--- config.mk ---
export PLATFORM = sky130hd
export DESIGN_NAME = load_extend
export DESIGN_NICKNAME = d
export VERILOG_FILES = /design/src/verilog/lsu_pkg.sv /design/src/verilog/pipe_pkg.sv /design/src/verilog/load_extend.sv
export SDC_FILE = /design/constraint.sdc
export NUM_CORES = 1
export LEC_CHECK = 0
export BUFFER_PORTS_ARGS = -buffer_cell sky130_fd_sc_hd__buf_2
export CORE_UTILIZATION = 45
export DETAILED_ROUTE_END_ITERATION = 10
export PLACE_DENSITY = 0.91
export SLEW_MARGIN = 20
export SYNTH_ARGS = -nofsm -noshare
export SYNTH_HDL_FRONTEND = slang
export SYNTH_SLANG_ARGS = --single-unit
--- constraint.sdc ---
create_clock -name vclk -period 3.5
set_input_delay 0.7 -clock vclk [all_inputs]
set_output_delay 0.7 -clock vclk [all_outputs]
set_load 0.005 [all_outputs]
--- src/verilog/lsu_pkg.sv ---
package lsu_pkg;

    // load ops; nonzero means memory data goes to rd.
    typedef enum logic [2:0] {
        LOAD_NONE = 3'd0,
        LOAD_LB   = 3'd1,
        LOAD_LH   = 3'd2,
        LOAD_LW   = 3'd3,
        LOAD_LBU  = 3'd4,
        LOAD_LHU  = 3'd5
    } load_type_e;

    typedef enum logic [1:0] {
        STORE_NONE = 2'd0,
        STORE_SB   = 2'd1,
        STORE_SH   = 2'd2,
        STORE_SW   = 2'd3
    } store_type_e;

    localparam int BYTE_LANES = 4;

    typedef logic [BYTE_LANES-1:0] byte_en_t;

    // access size in bytes, 0 when no access.
    function automatic logic [2:0] store_bytes(store_type_e t);
        case (t)
            STORE_SB: return 3'd1;
            STORE_SH: return 3'd2;
            STORE_SW: return 3'd4;
            default:  return 3'd0;
        endcase
    endfunction

    function automatic logic [2:0] load_bytes(load_type_e t);
        case (t)
            LOAD_LB, LOAD_LBU: return 3'd1;
            LOAD_LH, LOAD_LHU: return 3'd2;
            LOAD_LW:           return 3'd4;
            default:           return 3'd0;
        endcase
    endfunction

    // lanes covered by an access of nbytes at offset off.
    function automatic byte_en_t lane_mask(logic [2:0] nbytes, logic [1:0] off);
        byte_en_t base;
        base = byte_en_t'((5'd1 << nbytes) - 5'd1);
        return byte_en_t'(base << off);
    endfunction

    // halfword on odd offset or word on any nonzero offset.
    function automatic logic misaligned(logic [2:0] nbytes, logic [1:0] off);
        return ((nbytes == 3'd2) && off[0]) || ((nbytes == 3'd4) && (off != 2'd0));
    endfunction

endpackage
--- src/verilog/pipe_pkg.sv ---
package pipe_pkg;

    localparam int XLEN      = 32;
    localparam int REG_IDX_W = 5;

    typedef logic [XLEN-1:0] word_t;

    // one instruction's result coming out of execute.
    typedef struct packed {
        logic                   rd_wen;
        logic [REG_IDX_W-1:0]   rd_idx;
        word_t                  alu_result; // also the memory address.
        word_t                  store_data;
        lsu_pkg::load_type_e    load_type;
        lsu_pkg::store_type_e   store_type;
        logic                   mem_wen;    // store strobe.
        word_t                  csr_wdata;
    } stage_in_t;

    // registered bundle toward the register file.
    typedef struct packed {
        logic                   wen;
        logic [REG_IDX_W-1:0]   rd_idx;
        word_t                  wdata;
        word_t                  csr_wdata;
    } wb_bus_t;

endpackage

--- src/verilog/load_extend.sv ---
`timescale 1ns/1ps

module load_extend (
    input  logic                clk,         // assertion sampling only.
    input  lsu_pkg::load_type_e load_type_i,
    input  logic [1:0]          addr_lsb_i,
    input  pipe_pkg::word_t     rdata_i,
    output pipe_pkg::word_t     load_word_o
);
    import lsu_pkg::*;
    import pipe_pkg::*;

    word_t      shifted;
    logic [2:0] nbytes;

    assign nbytes  = load_bytes(load_type_i);
    assign shifted = rdata_i >> {addr_lsb_i, 3'b000}; // addressed lane down to bit 0.

    always_comb begin
        case (load_type_i)
            LOAD_LB: begin
                load_word_o = {{(XLEN-8){shifted[7]}}, shifted[7:0]};
            end
            LOAD_LH: begin
                load_word_o = {{(XLEN-16){shifted[15]}}, shifted[15:0]};
            end
            LOAD_LBU: begin
                load_word_o = {{(XLEN-8){1'b0}}, shifted[7:0]};
            end
            LOAD_LHU: begin
                load_word_o = {{(XLEN-16){1'b0}}, shifted[15:0]};
            end
            LOAD_LW: begin
                load_word_o = rdata_i;
            end
            default: begin
                load_word_o = '0; // no load.
            end
        endcase
    end

    a_load_aligned: assert property (
        @(posedge clk) !misaligned(nbytes, addr_lsb_i)
    ) else $error("misaligned load, type %s offset %0d",
                  load_type_i.name(), addr_lsb_i);

endmodule

---- Word level (Yosys, flattened, before mapping) ----
Index checks and enable logic that the tools add are counted.
operators by class
  multiplexer cells ....................... 1
  shift-type cells ........................ 1
  eq/ne operators ......................... 5
operator list
  operator              number
  $pmux W32 S5          1
  $shr A32 B5 Y16       1
  $eq A3 B2 Y1 const B  2
  $eq A3 B3 Y1 const B  2
  $eq A3 B1 Y1 const B  1
word-level totals
  word-level logic and storage cells ...... 7
  input bits .............................. 38
  bits in registers ....................... 0

---- Logic depth before layout (Yosys ltp) ----
  depth after elaboration ................. 2
  depth in mapped cells ................... 7

---- Worst setup path after synthesis ----
No wires, ideal clock.
  path kind ............................... input to output
  start ................................... input port addr_lsb_i[1]
  end ..................................... output port load_word_o[16]
  buffers on the path ..................... 2
  cell stages on the path ................. 6
  required time ........................... 2.800 ns
  setup slack ............................. 0.885 ns
  data arrival time ....................... 1.915 ns
  cell sequence ........................... buf_6 mux4_2 nor3b_4 a31oi_4 buf_6 a21oi_1
on the way
  longest elaborated chain between the ends .. 2
ends and longest elaborated chain
  element          line               source
  start, declared  load_extend.sv:6   input logic [1:0] addr_lsb_i,
  $shr A32 B5 Y16  load_extend.sv:17  assign shifted = rdata_i >> {addr_lsb_i, 3'b000};
  $pmux W32 S5     load_extend.sv:20  case (load_type_i)
  end, declared    load_extend.sv:8   output pipe_pkg::word_t load_word_o
No other way between the ends.

---- Worst setup path in the final report ----
  start ................................... input port addr_lsb_i[0]
  end ..................................... output port load_word_o[22]
The elaborated chain is that of the path after synthesis.

==> run summary <==
Pwr Density: 136.0 nW/µm²
Share of cells above drive strength 1: 42.05%
Fin Setup TNS: 0 ns
Port buffer count: 69
First-pass GRT wire length: 4.554 mm
Fin crit period: 3.028 ns
# setup viols final: 0
Core area: 1764 µm²
HP Class: input port to primary output
Boundary Pins: 70
Hold buffer count at cts: 0
Worst path cell trace: buf_2, mux4_2, nor3b_4, a31oi_4, a21oi_1, buf_2
Tot Pwr: 0.1599 mW
Critical path's most frequent cell: buf_2
Initial DRC count: 29
Synth top area share: 17.49%
Routed WL: 3.052 mm
CP required: 2.80 ns
DIE WIDTH: 45.68 µm
Synth area leader: nand2_1
Slew Limit Fails: 0
Largest cells by area after synthesis: nand2_1 17%, o21ai_0 9.9%, a21oi_1 9.3%
Critical Path Max Stage Delay: 0.40 ns
Drt pass-1 iters: 4
Post-CTS setup repair buffer count: 0
Count leader, synth: nand2_1
Worst vdd ir: 0.06645 mV
Post-route ant nets: 0
Syn Area/Cell: 6.175 µm²
DIE HEIGHT: 45.68 µm
Post-layout nets: 235
CLK BUF: 0
Crit Path Category: input port to primary output
Slew margin rel.: 63.77%
Drt via density: 5.973
CP arrival: 2.33 ns
FFs & Latches: 0
Residual DRC count: 0
Routed WL per cell: 13.87 µm
Syn Inst Count: 139
Total track usage: 28.71%
Yosys warnings: 0
Reg area: 0 µm²
Syn nets: 177
Vias in the first global route: 1089
Mapped Area: 858.3 µm²
Crit end category: primary output
Pin count of the biggest net entering global routing: 25
FP Rows: 15
Unrepaired setup endpoints after global routing: no
Crit path max fanout: 24
Most frequent cells after synthesis: 40 x nand2_1, 17 x o21ai_0, 16 x a21oi_1, 10 x clkbuf_1
Highest clock rate: 330.3 MHz
CTS resizes: 0
Initial core utilization: 48.65%
GRT overflow: 0
Pleak: 0.5745 nW
Gpl congestion: 0.8846
Post-synthesis sequential area ratio: 0%
Outcome: finished clean
CP Launch Type: input port
Max Cap Viol: 0
Final Cycle Share: 86.51%
Critical path's slowest cell: a31oi_4
Vias: 1314
Die area: 2086 µm²
Initial antenna violation count: 0
Distinct cells, synth: 22
Tightest Pin Transition: 0.5434 ns
Inserted Diodes: 0
Area delta synth->final: 37.03%
Post-detail-place hpwl: 2.367 mm
Endpoints failing hold: 0
-- area by class of cell --
type,instances,area (µm²)
Timing Repair Buffer,71,360.3
Tap cell,25,31.28
Multi-Input combinational cell,123,780.7
Inverter,1,3.754
Fill cell,181,588.1
-- final timing paths --
check | from | to | slack (ns) | depth (start not counted)
max | addr_lsb_i[0] | load_word_o[22] | 0.47 | 6
min | rdata_i[26] | load_word_o[26] | 1.72 | 4
-- layer usage --
metal / part of all wire, % / vias to the layer above / global-route usage, %
met3: 7.1 / 10 / 0.7937
li1: - / 628 / -
met4: 2.6 / 0 / 9.697
met2: 51 / 86 / 53.71
met1: 39 / 590 / 34.43
met5: 0 / - / 0
-- cells in the final DEF (no fill, tap or decap) --
cell | synthesis | routed
a21oi_1 | 16 | 16
a31oi_4 | 1 | 1
and2_1 | 1 | 1
buf_2 | 2 | 69
buf_4 | 0 | 2
inv_1 | 1 | 1
mux2_2 | 7 | 7
mux2i_1 | 8 | 8
mux4_2 | 1 | 1
nand2_1 | 40 | 40
nand2b_1 | 2 | 2
nor2_1 | 3 | 3
nor2_2 | 1 | 1
nor2b_1 | 1 | 1
nor3b_4 | 1 | 1
o211ai_1 | 8 | 8
o21ai_0 | 17 | 17
o221ai_1 | 7 | 7
o2bb2ai_1 | 8 | 8
or4b_1 | 1 | 1
-- worst max-delay path: cells and delay by family --
kind / cells / cell delay (ns)
AO/OA/AOI/OAI: 2 / 0.55
buffers and inverters: 2 / 0.49
multiplexers: 1 / 0.39
AND/OR/NAND/NOR: 1 / 0.18
-- power by group --
group / total (mW) / switching, mW / internal, mW
clock: 0 / 0 / 0
combinational: 0.160 / 0.0866 / 0.0734
sequential: 0 / 0 / 0
-- stage by stage --
stage / cell area, µm² / instances / hold WS, ns / worst slack (ns) / utilization [%]
after floorplan: 858.3 / 139 / 1.496 / 0.8846 / -
after global placement: 1176 / 220 / 1.716 / 0.5544 / 66.67
after detailed placement: 1176 / 220 / 1.719 / 0.5066 / 66.67
after CTS: 1176 / 220 / 1.721 / 0.5001 / 66.67
after global routing: 1176 / 220 / 1.741 / 0.3992 / 66.67
final: 1176 / 220 / 1.719 / 0.4723 / 66.67
-- logic make-up (layout without fill, tap and decap cells) --
family                 count (synthesis)  in the layout  share of synthesized area [%]
and+or+nand+nor                       50             50                          25.80
muxes                                 16             16                          21.14
AOI/OAI and AO/OA                     57             57                          44.02
buffers and inverters                 16             72                          9.037
No activity file was read; power rests on OpenSTA's default activity.
