### config.mk
export PLATFORM = sky130hd
export DESIGN_NAME = wb_reg
export DESIGN_NICKNAME = d
export VERILOG_FILES = /design/src/verilog/lsu_pkg.sv /design/src/verilog/pipe_pkg.sv /design/src/verilog/wb_reg.sv
export SDC_FILE = /design/constraint.sdc
export NUM_CORES = 1
export LEC_CHECK = 0
export BUFFER_PORTS_ARGS = -buffer_cell sky130_fd_sc_hd__buf_2
export CELL_PAD_IN_SITES_DETAIL_PLACEMENT = 2
export CELL_PAD_IN_SITES_GLOBAL_PLACEMENT = 2
export CORE_MARGIN = 2
export CORE_UTILIZATION = 23
export CTS_BUF_LIST = sky130_fd_sc_hd__clkbuf_8
export DETAILED_ROUTE_END_ITERATION = 6
export HOLD_SLACK_MARGIN = 0.06
export PLACE_DENSITY_LB_ADDON = 0.08
export SLEW_MARGIN = 10
export SYNTH_ARGS = -nofsm -noshare
export SYNTH_HDL_FRONTEND = slang
export SYNTH_SLANG_ARGS = --single-unit
### constraint.sdc
create_clock -name clk -period 0.8 [get_ports clk]
set_input_delay 0.16 -clock clk [delete_from_list [all_inputs] [get_ports clk]]
set_output_delay 0.16 -clock clk [all_outputs]
set_load 0.01 [all_outputs]
### src/verilog/lsu_pkg.sv
package lsu_pkg;

    // load ops; nonzero means memory data goes to rd.
    typedef enum logic [2:0] {
        LOAD_NONE = 3'd0,
        LOAD_LB   = 3'd1,
        LOAD_LH   = 3'd2,
        LOAD_LW   = 3'd3,
        LOAD_LBU  = 3'd4,
        LOAD_LHU  = 3'd5
    } load_type_e;

    typedef enum logic [1:0] {
        STORE_NONE = 2'd0,
        STORE_SB   = 2'd1,
        STORE_SH   = 2'd2,
        STORE_SW   = 2'd3
    } store_type_e;

    localparam int BYTE_LANES = 4;

    typedef logic [BYTE_LANES-1:0] byte_en_t;

    // access size in bytes, 0 when no access.
    function automatic logic [2:0] store_bytes(store_type_e t);
        case (t)
            STORE_SB: return 3'd1;
            STORE_SH: return 3'd2;
            STORE_SW: return 3'd4;
            default:  return 3'd0;
        endcase
    endfunction

    function automatic logic [2:0] load_bytes(load_type_e t);
        case (t)
            LOAD_LB, LOAD_LBU: return 3'd1;
            LOAD_LH, LOAD_LHU: return 3'd2;
            LOAD_LW:           return 3'd4;
            default:           return 3'd0;
        endcase
    endfunction

    // lanes covered by an access of nbytes at offset off.
    function automatic byte_en_t lane_mask(logic [2:0] nbytes, logic [1:0] off);
        byte_en_t base;
        base = byte_en_t'((5'd1 << nbytes) - 5'd1);
        return byte_en_t'(base << off);
    endfunction

    // halfword on odd offset or word on any nonzero offset.
    function automatic logic misaligned(logic [2:0] nbytes, logic [1:0] off);
        return ((nbytes == 3'd2) && off[0]) || ((nbytes == 3'd4) && (off != 2'd0));
    endfunction

endpackage
### src/verilog/pipe_pkg.sv
package pipe_pkg;

    localparam int XLEN      = 32;
    localparam int REG_IDX_W = 5;

    typedef logic [XLEN-1:0] word_t;

    // one instruction's result coming out of execute.
    typedef struct packed {
        logic                   rd_wen;
        logic [REG_IDX_W-1:0]   rd_idx;
        word_t                  alu_result; // also the memory address.
        word_t                  store_data;
        lsu_pkg::load_type_e    load_type;
        lsu_pkg::store_type_e   store_type;
        logic                   mem_wen;    // store strobe.
        word_t                  csr_wdata;
    } stage_in_t;

    // registered bundle toward the register file.
    typedef struct packed {
        logic                   wen;
        logic [REG_IDX_W-1:0]   rd_idx;
        word_t                  wdata;
        word_t                  csr_wdata;
    } wb_bus_t;

endpackage

### src/verilog/wb_reg.sv
`timescale 1ns/1ps

module wb_reg (
    input  logic                           clk,
    input  logic                           arst_n_i,
    input  logic                           rd_wen_i,
    input  logic [pipe_pkg::REG_IDX_W-1:0] rd_idx_i,
    input  logic                           is_load_i,
    input  pipe_pkg::word_t                alu_result_i,
    input  pipe_pkg::word_t                load_word_i,
    input  pipe_pkg::word_t                csr_wdata_i,
    output pipe_pkg::wb_bus_t              wb_o
);
    import pipe_pkg::*;

    word_t wdata_sel;

    assign wdata_sel = is_load_i ? load_word_i : alu_result_i;

    // whole bundle clears on reset, register file sees wen low and zero data.
    always_ff @(posedge clk or negedge arst_n_i) begin
        if (!arst_n_i) begin
            wb_o <= '0;
        end else begin
            wb_o.wen       <= rd_wen_i;
            wb_o.rd_idx    <= rd_idx_i;
            wb_o.wdata     <= wdata_sel;
            wb_o.csr_wdata <= csr_wdata_i; // csr value passes through.
        end
    end

endmodule

# Word level (Yosys, flattened, before mapping)
# Cells that the tools add are included.
# totals
register_bits,70
inputBits,105
output_inout_bits,70
# classes
muxes,1
# op_table
cell,n
32-bit 2-to-1 mux,1

# Logic depth before layout (Yosys ltp)
# depth
depth_word,1
mapped_depth,3
ltp_nobuf,1

# Worst setup path after synthesis
# OpenSTA, ideal clock, no wires.
# synth_timing
kind,in2reg
start,in is_load_i
end,reg wb_o[32] (netlist name)
t_arrival_ns,0.702
required_ns,0.675
setup_slack_ns,-0.027
stages,3
n_path_buf,2
path_cell_list,buf_6 > buf_12 > mux2_4
# synth_between
elab_chain_cells,1
# synth_rtl
element,line,text
from (decl),wb_reg.sv:8,"input logic is_load_i,"
32-bit 2-to-1 mux,wb_reg.sv:18,assign wdata_sel = is_load_i ? load_word_i : alu_result_i;
via wdata_sel[0],wb_reg.sv:16,word_t wdata_sel;
to (decl),wb_reg.sv:12,output pipe_pkg::wb_bus_t wb_o
# The timed path passes the listed nets, and every way through them passes these cells.

# Worst setup path after layout
# layout_timing
start,reg wb_o[36] (netlist name)
end,out wb_o[36] (netlist name)
# No word-level cell between the ends.

==> impl_metrics.py <==
metrics = {
    "worst_setup_path": {
        "cp_slowest_stage_delay_ns": 0.39,
        "crit_slowest_cell": "dfrtp_1",
        "critPathKind": "reg2out",
        "crit_family": "flip-flops",
        "crit_arrival_ns": 0.87,
        "worstPathCellList": "buf_2",
        "cp-start-kind": "flop",
        "critPathBufInv": 1,
        "cp-end-kind": "primary output",
        "worst-path-max-fanout": 1,
        "worstPathRequired_ns": 0.64,
    },
    "floorplanning": {
        "die_h_um": 103.9,
        "std_cell_rows": 36,
        "core-area_mm2": 0.009729,
        "die_x_um": 103.9,
        "die_area_mm2": 0.01080,
        "initial_utilization_pct": 23.60,
        "ios": 175,
    },
    "clocking": {
        "clk_pin_slew_ns": 0.08,
        "cts_root_buf": "clkbuf_8",
        "tritoncts": "done",
        "cts-buffers-inserted": 9,
        "cts_sinks": 70,
        "clockBufferDepth": 2,
        "htreeDepth": 3,
    },
    "power": {
        "power_leakage_nw": 2.225,
        "power_frac_comb_pct": 16.7,
        "power_density_mw_per_mm2": 1866,
        "clkPwrFrac_pct": 35.9,
        "power_mw": 8.103,
        "irDropWorstVdd_uv": 880.0,
        "p_int_mw": 6.124,
        "seq_power_share_pct": 47.3,
        "p_switching_mw": 1.979,
        "switching_share_pct": 24.42,
    },
    "synth": {
        "synth-seq-area-share_pct": 76.29,
        "synth_cells": 106,
        "ys_seq_elements": 70,
        "syn_avg_cell_area_um2": 21.66,
        "dominantRegCellSynth": "dfrtp_1",
        "synth-edff-count": 0,
        "synth_area_leader_cell": "dfrtp_1",
        "synthesis.area_mm2": 0.002296,
        "async_flop_share_pct": 100.0,
        "synth_most_common_cell": "dfrtp_1",
        "synth_fp_nets": 211,
        "ys_types": 5,
        "synth_commonest_cells": "dfrtp_1 (70), mux2_4 (30), buf_12 (3)",
        "ys_warn_count": 0,
        "synth_top_area_share_pct": 76.29,
        "synth.area.top_cells": "dfrtp_1 (76%), mux2_4 (20%), buf_12 (2.6%)",
    },
    "drt": {
        "routed_via_density": 3.796,
        "drt-total-wl_um": 8035,
        "first_pass_iters": 3,
        "wl_met3_um": 704,
        "first_iter_violations": 23,
        "ant_nets": 0,
        "routedLengthMet1_um": 2947,
        "wl_met2_um": 4234,
        "top_layer": "met4",
        "drcViolationCount": 0,
        "vias": 1856,
        "wl_per_cell_um": 16.43,
    },
    "run_status": {
        "violations": "negative setup slack",
        "status": "finished with violations",
    },
    "place": {
        "dpl_worst_slack_ns": -0.1629,
        "place.gp.congestion": 0.6626,
        "dp_hpwl_um": 5163,
        "placement.io_buffers": 174,
        "placed_cells": 414,
    },
    "timing": {
        "setup_violations": 83,
        "post-route-period-util_pct": 128.2,
        "hold_viol": 0,
        "min_period_ns": 1.026,
        "rsz0062_at_grt": "true",
        "whs_ns": 0.04538,
        "maxSlewViolCount": 0,
        "slew_headroom_pct": 85.99,
        "setup_slack_ns": -0.2258,
        "tightest_slew_ns": 0.2101,
        "max_freq_mhz": 974.8,
    },
    "cells_and_area": {
        "nets": 456,
        "drive_gt1_share_pct": 62.92,
        "antenna_cells": 0,
        "largestRegisters": "wb_o x70",
        "syn2layout_area_growth_pct": 89.16,
        "top_register": "wb_o",
        "final_cell_count_no_fill": 489,
        "largest_reg_flops": 70,
    },
    "worst_hold_path": {
        "min_path_type": "in2reg",
    },
    "global_route": {
        "antenna_found_initial": 0,
        "gr-usage-all-layers_pct": 15.00,
        "grt_max_degree": 38,
        "overflow": 0,
        "grt_pass1_vias": 2112,
        "grt_pass1_wl_um": 12110,
    },
    "run": {
        "drv_cap": 0,
    },
}
==> layout make-up <==
type | instances | area (um^2)
Fill cell | 1030 | 5386
Sequential cell | 70 | 1752
Timing Repair Buffer | 238 | 1752
Multi-Input combinational cell | 32 | 473.0
Tap cell | 133 | 166.4
Clock buffer | 10 | 137.6
Clock inverter | 6 | 62.56
==> path summary, 6_finish.rpt <==
path	cells past startpoint	start	slack, ns	endpoint
max	1	wb_o[36]	-0.23	wb_o[36]
min in group asynchronous	3	arst_n_i	0.37	wb_o[26]
min	2	alu_result_i[31]	0.05	wb_o[63]
max in group asynchronous	3	arst_n_i	0.20	wb_o[51]
==> per-layer routing <==
metal	vias up	global-route usage, %
met4	0	6.081
met1	891	16.19
met3	14	6.140
met2	110	26.08
met5	-	0
li1	841	-
==> through the flow <==
step / area, um^2 / TNS (ns) / util, %
3_3_place_gp: 3349 / -4.070 / 34.43
5_1_grt: 4343 / -17.92 / 44.64
6_report: 4343 / -14.62 / 44.64
4_1_cts: 4124 / -15.81 / 42.39
2_1_floorplan: 2305 / -0.6086 / -
3_5_place_dp: 3349 / -4.241 / 34.43
==> cell families (layout without fill, tap and decap cells) <==
logic type             count (synthesis)  after routing  share of synthesized area (%)
buffers and inverters                  4            254                          3.106
flip-flops                            70             70                          76.29
multiplexers                          32             32                          20.60
==> power groups by stage <==
stage / clock, mW / combinational (mW) / sequential, mW
global route: 3.22 / 1.47 / 3.86
CTS: 3.04 / 1.26 / 3.82
detailed placement: 0 / 1.01 / 3.88
finish: 2.91 / 1.35 / 3.84
floorplan: 0 / 0.282 / 4.01
global placement: 0 / 0.992 / 3.87
==> cells in the final DEF, fill, tap and decap left out <==
master / netlist / layout
clkinv_4: 0 / 1
clkinv_2: 0 / 1
dfrtp_1: 70 / 70
dlymetal6s4s_1: 0 / 2
inv_1: 0 / 1
dlygate4sd3_1: 0 / 59
buf_4: 0 / 1
mux2_4: 30 / 30
buf_12: 3 / 4
bufinv_16: 0 / 1
mux2_2: 2 / 2
clkinvlp_4: 0 / 2
buf_2: 0 / 142
clkbuf_8: 0 / 10
buf_6: 1 / 30
==> timing repair <==
item                                    CTS  global route
hold endpoints to repair                140            31
endpoints found under the setup margin   70            74
buffers inserted                          0             0
resized for setup                        16            17
hold buffers                             48            13
No activity file was read; power rests on OpenSTA's default activity.
