[config.mk]
export PLATFORM = sky130hd
export DESIGN_NAME = store_align
export DESIGN_NICKNAME = d
export VERILOG_FILES = /design/src/verilog/lsu_pkg.sv /design/src/verilog/pipe_pkg.sv /design/src/verilog/store_align.sv
export SDC_FILE = /design/constraint.sdc
export NUM_CORES = 1
export LEC_CHECK = 0
export ABC_AREA = 1
export BUFFER_PORTS_ARGS = -buffer_cell sky130_fd_sc_hd__clkbuf_2
export CAP_MARGIN = 20
export CORE_UTILIZATION = 31
export DETAILED_ROUTE_END_ITERATION = 10
export PLACE_DENSITY = 0.8
export SYNTH_ARGS = -nofsm -noshare
export SYNTH_HDL_FRONTEND = slang
export SYNTH_SLANG_ARGS = --single-unit
[constraint.sdc]
create_clock -name vclk -period 0.9
set_input_delay 0.09 -clock vclk [all_inputs]
set_output_delay 0.09 -clock vclk [all_outputs]
set_load 0.03 [all_outputs]
[src/verilog/lsu_pkg.sv]
package lsu_pkg;

    // load ops; nonzero means memory data goes to rd.
    typedef enum logic [2:0] {
        LOAD_NONE = 3'd0,
        LOAD_LB   = 3'd1,
        LOAD_LH   = 3'd2,
        LOAD_LW   = 3'd3,
        LOAD_LBU  = 3'd4,
        LOAD_LHU  = 3'd5
    } load_type_e;

    typedef enum logic [1:0] {
        STORE_NONE = 2'd0,
        STORE_SB   = 2'd1,
        STORE_SH   = 2'd2,
        STORE_SW   = 2'd3
    } store_type_e;

    localparam int BYTE_LANES = 4;

    typedef logic [BYTE_LANES-1:0] byte_en_t;

    // access size in bytes, 0 when no access.
    function automatic logic [2:0] store_bytes(store_type_e t);
        case (t)
            STORE_SB: return 3'd1;
            STORE_SH: return 3'd2;
            STORE_SW: return 3'd4;
            default:  return 3'd0;
        endcase
    endfunction

    function automatic logic [2:0] load_bytes(load_type_e t);
        case (t)
            LOAD_LB, LOAD_LBU: return 3'd1;
            LOAD_LH, LOAD_LHU: return 3'd2;
            LOAD_LW:           return 3'd4;
            default:           return 3'd0;
        endcase
    endfunction

    // lanes covered by an access of nbytes at offset off.
    function automatic byte_en_t lane_mask(logic [2:0] nbytes, logic [1:0] off);
        byte_en_t base;
        base = byte_en_t'((5'd1 << nbytes) - 5'd1);
        return byte_en_t'(base << off);
    endfunction

    // halfword on odd offset or word on any nonzero offset.
    function automatic logic misaligned(logic [2:0] nbytes, logic [1:0] off);
        return ((nbytes == 3'd2) && off[0]) || ((nbytes == 3'd4) && (off != 2'd0));
    endfunction

endpackage
[src/verilog/pipe_pkg.sv]
package pipe_pkg;

    localparam int XLEN      = 32;
    localparam int REG_IDX_W = 5;

    typedef logic [XLEN-1:0] word_t;

    // one instruction's result coming out of execute.
    typedef struct packed {
        logic                   rd_wen;
        logic [REG_IDX_W-1:0]   rd_idx;
        word_t                  alu_result; // also the memory address.
        word_t                  store_data;
        lsu_pkg::load_type_e    load_type;
        lsu_pkg::store_type_e   store_type;
        logic                   mem_wen;    // store strobe.
        word_t                  csr_wdata;
    } stage_in_t;

    // registered bundle toward the register file.
    typedef struct packed {
        logic                   wen;
        logic [REG_IDX_W-1:0]   rd_idx;
        word_t                  wdata;
        word_t                  csr_wdata;
    } wb_bus_t;

endpackage

[src/verilog/store_align.sv]
`timescale 1ns/1ps

module store_align (
    input  logic                 clk,          // assertion sampling only.
    input  lsu_pkg::store_type_e store_type_i,
    input  logic [1:0]           addr_lsb_i,
    input  pipe_pkg::word_t      store_data_i,
    output lsu_pkg::byte_en_t    byte_en_o,
    output pipe_pkg::word_t      lane_wdata_o
);
    import lsu_pkg::*;

    logic [2:0] nbytes;

    assign nbytes    = store_bytes(store_type_i);
    assign byte_en_o = lane_mask(nbytes, addr_lsb_i); // zero for STORE_NONE.

    // copy the low byte or halfword into every lane, enables pick the right one.
    always_comb begin
        case (store_type_i)
            STORE_SB: lane_wdata_o = {BYTE_LANES{store_data_i[7:0]}};
            STORE_SH: lane_wdata_o = {(BYTE_LANES/2){store_data_i[15:0]}};
            default:  lane_wdata_o = store_data_i;
        endcase
    end

    // the ram has no misaligned support, the address must fit the size.
    a_store_aligned: assert property (
        @(posedge clk) !misaligned(nbytes, addr_lsb_i)
    ) else $error("misaligned store, type %s offset %0d",
                  store_type_i.name(), addr_lsb_i);

endmodule

==> results of run 1 <==
==> per-stage QoR <==
step	setup WS [ns]	hold WS [ns]	setup TNS [ns]	util [%]
3_3_place_gp	-0.556	0.453	-13.37	82.2
2_1_floorplan	-0.176	0.221	-3.83	-
3_5_place_dp	-0.658	0.453	-14.66	82.2
==> cells by family after synthesis <==
logic type / after synthesis
buffers and inverters: 51
AND/OR/NAND/NOR: 31
AO/OA/AOI/OAI: 34
adder cells (fa/ha/maj): 5
==> results.cfg, run 1 <==
[synth]
synth_cell_types = 11
synth_most_common_cell = inv_1
synth-simple-area-share_pct = 19.8
synth_xor_area_share_pct = 0
synthTopCellsByCount = 39 x inv_1, 25 x o21ai_0, 24 x nand2_1
syn_nets = 163
yosysTopAreaCell = inv_1
synth_compound_area_share_pct = 31.6
synth_mux_area_share_pct = 0
netlist.area_leader.share_pct = 24.2
synth_top_family_by_area = buffers and inverters
synth.avg_cell_area_um2 = 5.00
synth.area.top_cells = inv_1 24%, o21ai_0 21%, nand2_1 15%
yosysSeqAreaShare_pct = 0
yosysWarnings = 0
synth_fa_ha_area_share_pct = 10.3
synthesis.area_um2 = 606
netlist_instances = 121

[floorplan]
rows = 15
die_w_um = 46.2
io_pins = 73
initial_core_util_pct = 34.0
die_h_um = 46.2

[placement]
port_buffers = 72
placedCellCount = 227
dpl_cell_area_um2 = 1470
place_hpwl_mm = 2.29
gp_congestion = 0.731

[clock_tree]
post_cts_buffers = 4
ctsHoldBuffers = 0
cts_resized = 108

[outcome]
stop_stage = 4_1_cts
firstError = [ERROR DPL-0038] Utilization greater than 100%, impossible to legalize
outcome = stopped before the end
==> run 2, diff against run 1 <==
- CORE_AREA: default -> 2 2 63 65
- CORE_UTILIZATION: 31 -> default
- DIE_AREA: default -> 0 0 65 67
- PLACE_DENSITY: 0.8 -> default
- PLACE_DENSITY_LB_ADDON: default -> 0.15
- clock period: 0.9 -> 1.2 ns (I/O delays scaled with it)
==> results.cfg, run 2 <==
[floorplan]
die_h_um = 67
die_w_um = 65
rows = 22
fp.coreArea_um2 = 3610
initial_core_util_pct = 16.8
die-area_um2 = 4360
io_pins = 73

[layout]
n_antenna_cell = 0
final_layout_size_suffix_gt1_share_pct = 66.2
ff_latch_area_um2 = 0
area_delta_synth_final_pct = 155
fin_nets = 239
fin_area_um2 = 1540
final_common_cell = clkbuf_2
clockBufferCount = 0
fin_cells = 243
final_cell_mix = 43 x clkbuf_2, 35 x inv_1, 17 x nand2_1, 15 x o21ai_2, 14 x buf_6
seq_cells = 0

[global_route]
grt_pass1_wl_mm = 3.86
grt_pass1_vias = 874
overflow = 0
grt_antenna_before_repair = 0
grt_max_degree = 13
grt-busiest-layer = met2
gr-usage-all-layers_pct = 10.7
grtUsageMet3_pct = 0.507
use_met1_pct = 13.2
grt_util_met2_pct = 21.4

[placement]
gp_congestion = 0.621
dp_worst_setup_slack_ns = -0.237
place_hpwl_mm = 1.88
port_buffers = 72
dpl_cell_area_um2 = 1030
placedCellCount = 236

[routing]
firstDrtPassIters = 2
wire_per_inst_um = 10.3
drtIter0Drc = 7
vias = 985
drt-total-wl_mm = 2.51
final_antenna_net_count = 0
vias_per_cell = 4.05
drc = 0

[synth]
synth_top_family_by_area = buffers and inverters
synth_fa_ha_area_share_pct = 10.3
syn_nets = 163
netlist.area_leader.share_pct = 24.2
yosysSeqAreaShare_pct = 0
yosysWarnings = 0
synthesis.area_um2 = 606
synth_xor_area_share_pct = 0
synth-simple-area-share_pct = 19.8
synth.avg_cell_area_um2 = 5.00
synth_mux_area_share_pct = 0
synth_most_common_cell = inv_1
synth_cell_types = 11
yosysTopAreaCell = inv_1
synthTopCellsByCount = 39 x inv_1, 25 x o21ai_0, 24 x nand2_1
netlist_instances = 121
synth.area.top_cells = inv_1 24%, o21ai_0 21%, nand2_1 15%
synth_compound_area_share_pct = 31.6

[power]
p_leak_nw = 0.848
vdd_drop_max_mv = 0.228
power_density_nw_per_um2 = 631

[outcome]
violations = negative setup slack
outcome = complete, but fails checks

[sta]
drv_slew = 0
max_slew.worst_pin.slew_ns = 0.228
fin_ws_ns = -0.0560
slew_headroom_pct = 84.8
period_needed_ns = 1.26
hold_viol = 0
rsz0062_at_grt = true
hold_ws_ns = 0.513
fin_crit_sh_pct = 105
finalSetupViolCount = 8
fmax_mhz = 796

[critical_path]
crit_path_end_kind = output port
crit_end = lane_wdata_o[17]
crit_fanout = 5
start_kind = input pin
worstPathRequired_ns = 1.08
critPathLaunch = store_type_i[1]
path_class = in2out
arrival_ns = 1.14

[worst_hold_path]
min_path_type = in2out
holdPathStages = 2

[flow_run]
maxCapViolCount = 0
## run 2: cell counts after synthesis
No cell type changed its count.
## run 2: layout make-up
type | instances | area [µm²]
Inverter | 39 | 161
Timing Repair Buffer | 86 | 724
Tap cell | 48 | 60.1
Fill cell | 387 | 2060
Multi-Input combinational cell | 70 | 597
## run 2: layer usage
layer,vias up,wire length (µm)
li1,516,-
met1,438,934
met2,31,1450
met3,0,134
met4,0,0
met5,-,0
## run 2: critical path, cell delays in order
cell and delay (ns):
buf_8 0.10, buf_6 0.11, ha_4 0.17, buf_6 0.11
o21ai_4 0.15, buf_12 0.14, o22ai_1 0.06, buf_4 0.17
## run 2: worst min-delay path by stage
stage | start | endpoint | slack [ns]
finish | store_data_i[3] | lane_wdata_o[3] | 0.51
detailed placement | store_data_i[3] | lane_wdata_o[3] | 0.52
CTS | store_data_i[3] | lane_wdata_o[3] | 0.52
global route | store_data_i[3] | lane_wdata_o[3] | 0.53
floorplan | addr_lsb_i[1] | byte_en_o[0] | 0.35
global placement | store_data_i[3] | lane_wdata_o[3] | 0.52
## run 2: what timing repair did
item                                    in CTS  in global routing
hold buffers                                 0                  0
pin swaps                                   16                 18
gates resized for setup                     60                 77
endpoints found under the setup margin      26                 27
buffers inserted                             2                  4
cloned                                       2                  1
## run 2: where the power goes
group / total [mW] / internal (mW) / leakage, nW / switching [mW]
combinational: 0.974 / 0.441 / 0.848 / 0.533
clock: 0 / 0 / 0 / 0
sequential: 0 / 0 / 0 / 0
total: 0.974 / 0.441 / 0.848 / 0.533
## run 2: cell families after synthesis
| kind of cell | after synthesis |
|---|---|
| simple gates | 31 |
| fa+ha+maj | 5 |
| compound gates | 34 |
| buf+inv | 51 |
## run 2: metrics by stage
stage	util, %	setup TNS [ns]	total power [mW]
2_1_floorplan	-	-2.43	0.454
3_3_place_gp	28.6	-3.76	0.664
3_5_place_dp	28.6	-3.96	0.663
4_1_cts	36.8	-1.25	0.857
5_1_grt	42.8	-0.673	1.04
6_report	42.8	-0.304	0.974
(Power assumes the default switching activity.)
==> run 3, diff against run 2 <==
- PLACE_DENSITY_LB_ADDON: 0.15 -> default
==> results.cfg, run 3 (same netlist as run 2, synthesis figures left out) <==
[sta]
rsz0062_at_grt = true
fin_crit_sh_pct = 114
period_needed_ns = 1.36
finalSetupViolCount = 24
max_slew.worst_pin.slew_ns = 0.199
hold_ws_ns = 0.515
hold_viol = 0
slew_headroom_pct = 86.7
fmax_mhz = 734
fin_ws_ns = -0.163
drv_slew = 0
tns_ns = -2.12

[layout]
final_layout_size_suffix_gt1_share_pct = 60.3
n_antenna_cell = 0
fin_nets = 238
area_delta_synth_final_pct = 145
nFillCells = 384
seq_cells = 0
fin_area_um2 = 1490
final_cell_mix = 43 x clkbuf_2, 36 x inv_1, 23 x nand2_1, 17 x buf_6
utilization_pct = 41.2
ff_latch_area_um2 = 0
final_common_cell = clkbuf_2
clockBufferCount = 0

[floorplan]
die-area_um2 = 4360
die_w_um = 65
rows = 22
io_pins = 73
die_h_um = 67
initial_core_util_pct = 16.8
fp.coreArea_um2 = 3610

[outcome]
outcome = complete, but fails checks
violations = negative setup slack

[global_route]
grt_pass1_vias = 827
gr-usage-all-layers_pct = 10.5
grt_max_degree = 16
overflow = 0
grt_pass1_wl_mm = 3.73
grt_antenna_before_repair = 0

[power]
vdd_drop_max_mv = 0.226
p_int_mw = 0.432
p_leak_nw = 0.831
clkPwrFrac_pct = 0
p_total_mw = 0.957
combPwrFrac_pct = 100.0
power_density_nw_per_um2 = 644
pwr-share-seq_pct = 0
p_switching_mw = 0.525
swShare_pct = 54.9

[worst_hold_path]
holdPathStages = 2
min_from = store_data_i[3]
min_path_type = in2out
hold_end = lane_wdata_o[3]

[critical_path]
path_class = in2out
path_buf_inv = 6
cpMostUsedCell = buf_6
max_stage_delay_ns = 0.16
critPathTopFamily = buffers and inverters
slowest_stage = ha_4
cp_num_cells = 9
arrival_ns = 1.24
crit_path_end_kind = output port
start_kind = input pin
crit_chain = buf_8, buf_6, ha_4, buf_4, buf_6, o21ai_4, buf_12, o22ai_2, buf_6
crit_fanout = 8
worstPathRequired_ns = 1.08

[placement]
dpl_cell_area_um2 = 1030
place_hpwl_mm = 1.85
port_buffers = 72
gp_congestion = 0.786

[routing]
firstDrtPassIters = 3
drtIter0Drc = 13
vias = 979
drc = 0
final_antenna_net_count = 0
drt-total-wl_mm = 2.61
wire_per_inst_um = 10.8
vias_per_cell = 4.05

[flow_run]
maxCapViolCount = 0
==> run 3: worst max-delay path by stage <==
stage | start | slack (ns) | to
CTS | store_type_i[0] | -0.12 | lane_wdata_o[16]
detailed placement | store_type_i[0] | -0.22 | lane_wdata_o[16]
finish | store_type_i[1] | -0.16 | lane_wdata_o[19]
global placement | store_type_i[0] | -0.20 | lane_wdata_o[22]
floorplan | store_type_i[0] | -0.15 | lane_wdata_o[17]
global route | store_type_i[1] | -0.19 | lane_wdata_o[30]
==> run 3: final cells by class <==
type                            instances  area, µm²  area share [%]
Tap cell                               48       60.1            4.04
Timing Repair Buffer                   85        697            46.9
Multi-Input combinational cell         70        571            38.4
Inverter                               39        158            10.6
==> run 3: power groups by stage <==
stage	Clock [mW]	Sequential, mW	Combinational [mW]
after detailed placement	0	0	0.664
after floorplan	0	0	0.454
after CTS	0	0	0.785
after global routing	0	0	1.02
after global placement	0	0	0.659
final	0	0	0.957
==> run 3: routing by layer <==
metal / track usage [%] / part of all wire, % / wire, µm / vias to the layer above
met5: 0 / 0 / 0 / -
met4: 0.532 / 0 / 0 / 0
met3: 0.169 / 4.1 / 108 / 0
met2: 19.8 / 56 / 1470 / 31
met1: 13.8 / 39 / 1030 / 432
li1: - / - / - / 516
==> run 3: what timing repair did <==
action                                  4_1_cts  5_1_grt
gates cloned                                  2        0
hold buffers                                  0        0
endpoints found under the setup margin       26       27
pin swaps                                     4       13
endpoints found under the hold margin         0        0
resized for setup                            43       82
buffers inserted                              0        4
==> run 3: per-stage QoR <==
step	setup slack, ns	std cells
finish	-0.163	242
global route	-0.194	242
CTS	-0.122	238
detailed placement	-0.223	236
global placement	-0.204	236
floorplan	-0.151	121
==> run 4, diff against run 3 <==
- MAX_ROUTING_LAYER: default -> met4
==> results.cfg, run 4 (same netlist as run 2, synthesis figures left out) <==
[global_route]
grt_pass1_wl_mm = 3.72
gr-usage-all-layers_pct = 10.7
grt_antenna_before_repair = 0
grt_max_degree = 16
grt_pass1_vias = 829
overflow = 0

[critical_path]
slowest_stage = ha_4
cpMostUsedCell = buf_6
start_kind = input pin
crit_fanout = 8
crit_path_end_kind = output port
crit_chain = buf_8, buf_6, ha_4, buf_4, buf_6, o21ai_4, buf_12, o22ai_2, buf_6
path_class = in2out
worstPathRequired_ns = 1.08
arrival_ns = 1.24
max_stage_delay_ns = 0.16

[power]
p_int_mw = 0.432
combPwrFrac_pct = 100.0
vdd_drop_max_mv = 0.226
pwr-share-seq_pct = 0
power_density_nw_per_um2 = 644
p_leak_nw = 0.831
swShare_pct = 54.9
p_switching_mw = 0.525
clkPwrFrac_pct = 0

[sta]
hold_viol = 0
finalSetupViolCount = 24
tns_ns = -2.10
fin_crit_sh_pct = 114
rsz0062_at_grt = true
slew_headroom_pct = 86.8
fin_ws_ns = -0.163
max_slew.worst_pin.slew_ns = 0.198
fmax_mhz = 734
period_needed_ns = 1.36
drv_slew = 0

[worst_hold_path]
min_from = store_data_i[3]
holdPathStages = 2
hold_end = lane_wdata_o[3]
min_path_type = in2out

[outcome]
outcome = complete, but fails checks
violations = negative setup slack

[routing]
vias = 977
wire_per_inst_um = 10.8
drc = 0
firstDrtPassIters = 3
vias_per_cell = 4.04
drt-total-wl_mm = 2.61
final_antenna_net_count = 0
drtIter0Drc = 11

[clock_tree]
ctsHoldBuffers = 0

[floorplan]
die_h_um = 67
die-area_um2 = 4360
io_pins = 73
fp.coreArea_um2 = 3610
initial_core_util_pct = 16.8
rows = 22
die_w_um = 65

[placement]
gp_congestion = 0.797
port_buffers = 72
place_hpwl_mm = 1.85

[layout]
area_delta_synth_final_pct = 145
nFillCells = 384
seq_cells = 0
final_common_cell = clkbuf_2
fin_nets = 238
n_antenna_cell = 0
utilization_pct = 41.2
final_layout_size_suffix_gt1_share_pct = 60.3
ff_latch_area_um2 = 0
clockBufferCount = 0
final_cell_mix = 43 x clkbuf_2, 36 x inv_1, 23 x nand2_1, 17 x buf_6

[flow_run]
maxCapViolCount = 0
==> run 4: cell counts in the layout (fill, tap and decap cells not counted) <==
No cell type changed its count.
==> run 4: critical path, delay by kind of cell <==
kind,cells,cell delay [ns]
buffers and inverters,6,0.75
AO/OA/AOI/OAI,2,0.20
adder cells (fa/ha/maj),1,0.16
==> run 4: worst max path at each step <==
stage / startpoint / endpoint / slack (ns)
after CTS: store_type_i[0] / lane_wdata_o[16] / -0.12
final: store_type_i[1] / lane_wdata_o[19] / -0.16
after global placement: store_type_i[0] / lane_wdata_o[22] / -0.20
after floorplan: store_type_i[0] / lane_wdata_o[17] / -0.15
after global routing: store_type_i[1] / lane_wdata_o[30] / -0.19
after detailed placement: store_type_i[0] / lane_wdata_o[16] / -0.22
==> run 4: metal layers <==
layer  track usage (%)  wire length (µm)
met1              13.7              1030
met3             0.169               101
met4             0.532                 0
met5                 -                 0
met2              19.8              1480
==> run 4: cell type report <==
cell class / count / area, µm² / share of cell area, %
multi-input combinational: 70 / 571 / 38.4
tap: 48 / 60.1 / 4.04
timing repair buffer: 85 / 697 / 46.9
inverter: 39 / 158 / 10.6
==> run 4: through the flow <==
stage / cells / hold WS [ns] / cell area, µm² / power [mW] / worst slack [ns]
final: 242 / 0.515 / 1490 / 0.957 / -0.163
after global routing: 242 / 0.522 / 1490 / 1.02 / -0.194
after global placement: 236 / 0.520 / 1030 / 0.659 / -0.204
after detailed placement: 236 / 0.522 / 1030 / 0.664 / -0.223
after floorplan: 121 / 0.352 / 632 / 0.454 / -0.151
after CTS: 238 / 0.523 / 1230 / 0.785 / -0.122
==> run 4: power by group through the flow <==
stage,sequential [mW],combinational [mW],clock [mW]
6_report,0,0.957,0
5_1_grt,0,1.02,0
4_1_cts,0,0.785,0
3_5_place_dp,0,0.664,0
3_3_place_gp,0,0.659,0
2_1_floorplan,0,0.454,0
==> run 4: timing repair <==
item | in CTS | in global routing
setup buffers | 0 | 4
pin swaps | 4 | 13
endpoints found under the setup margin | 26 | 27
resized for setup | 43 | 82
gates cloned | 2 | 0
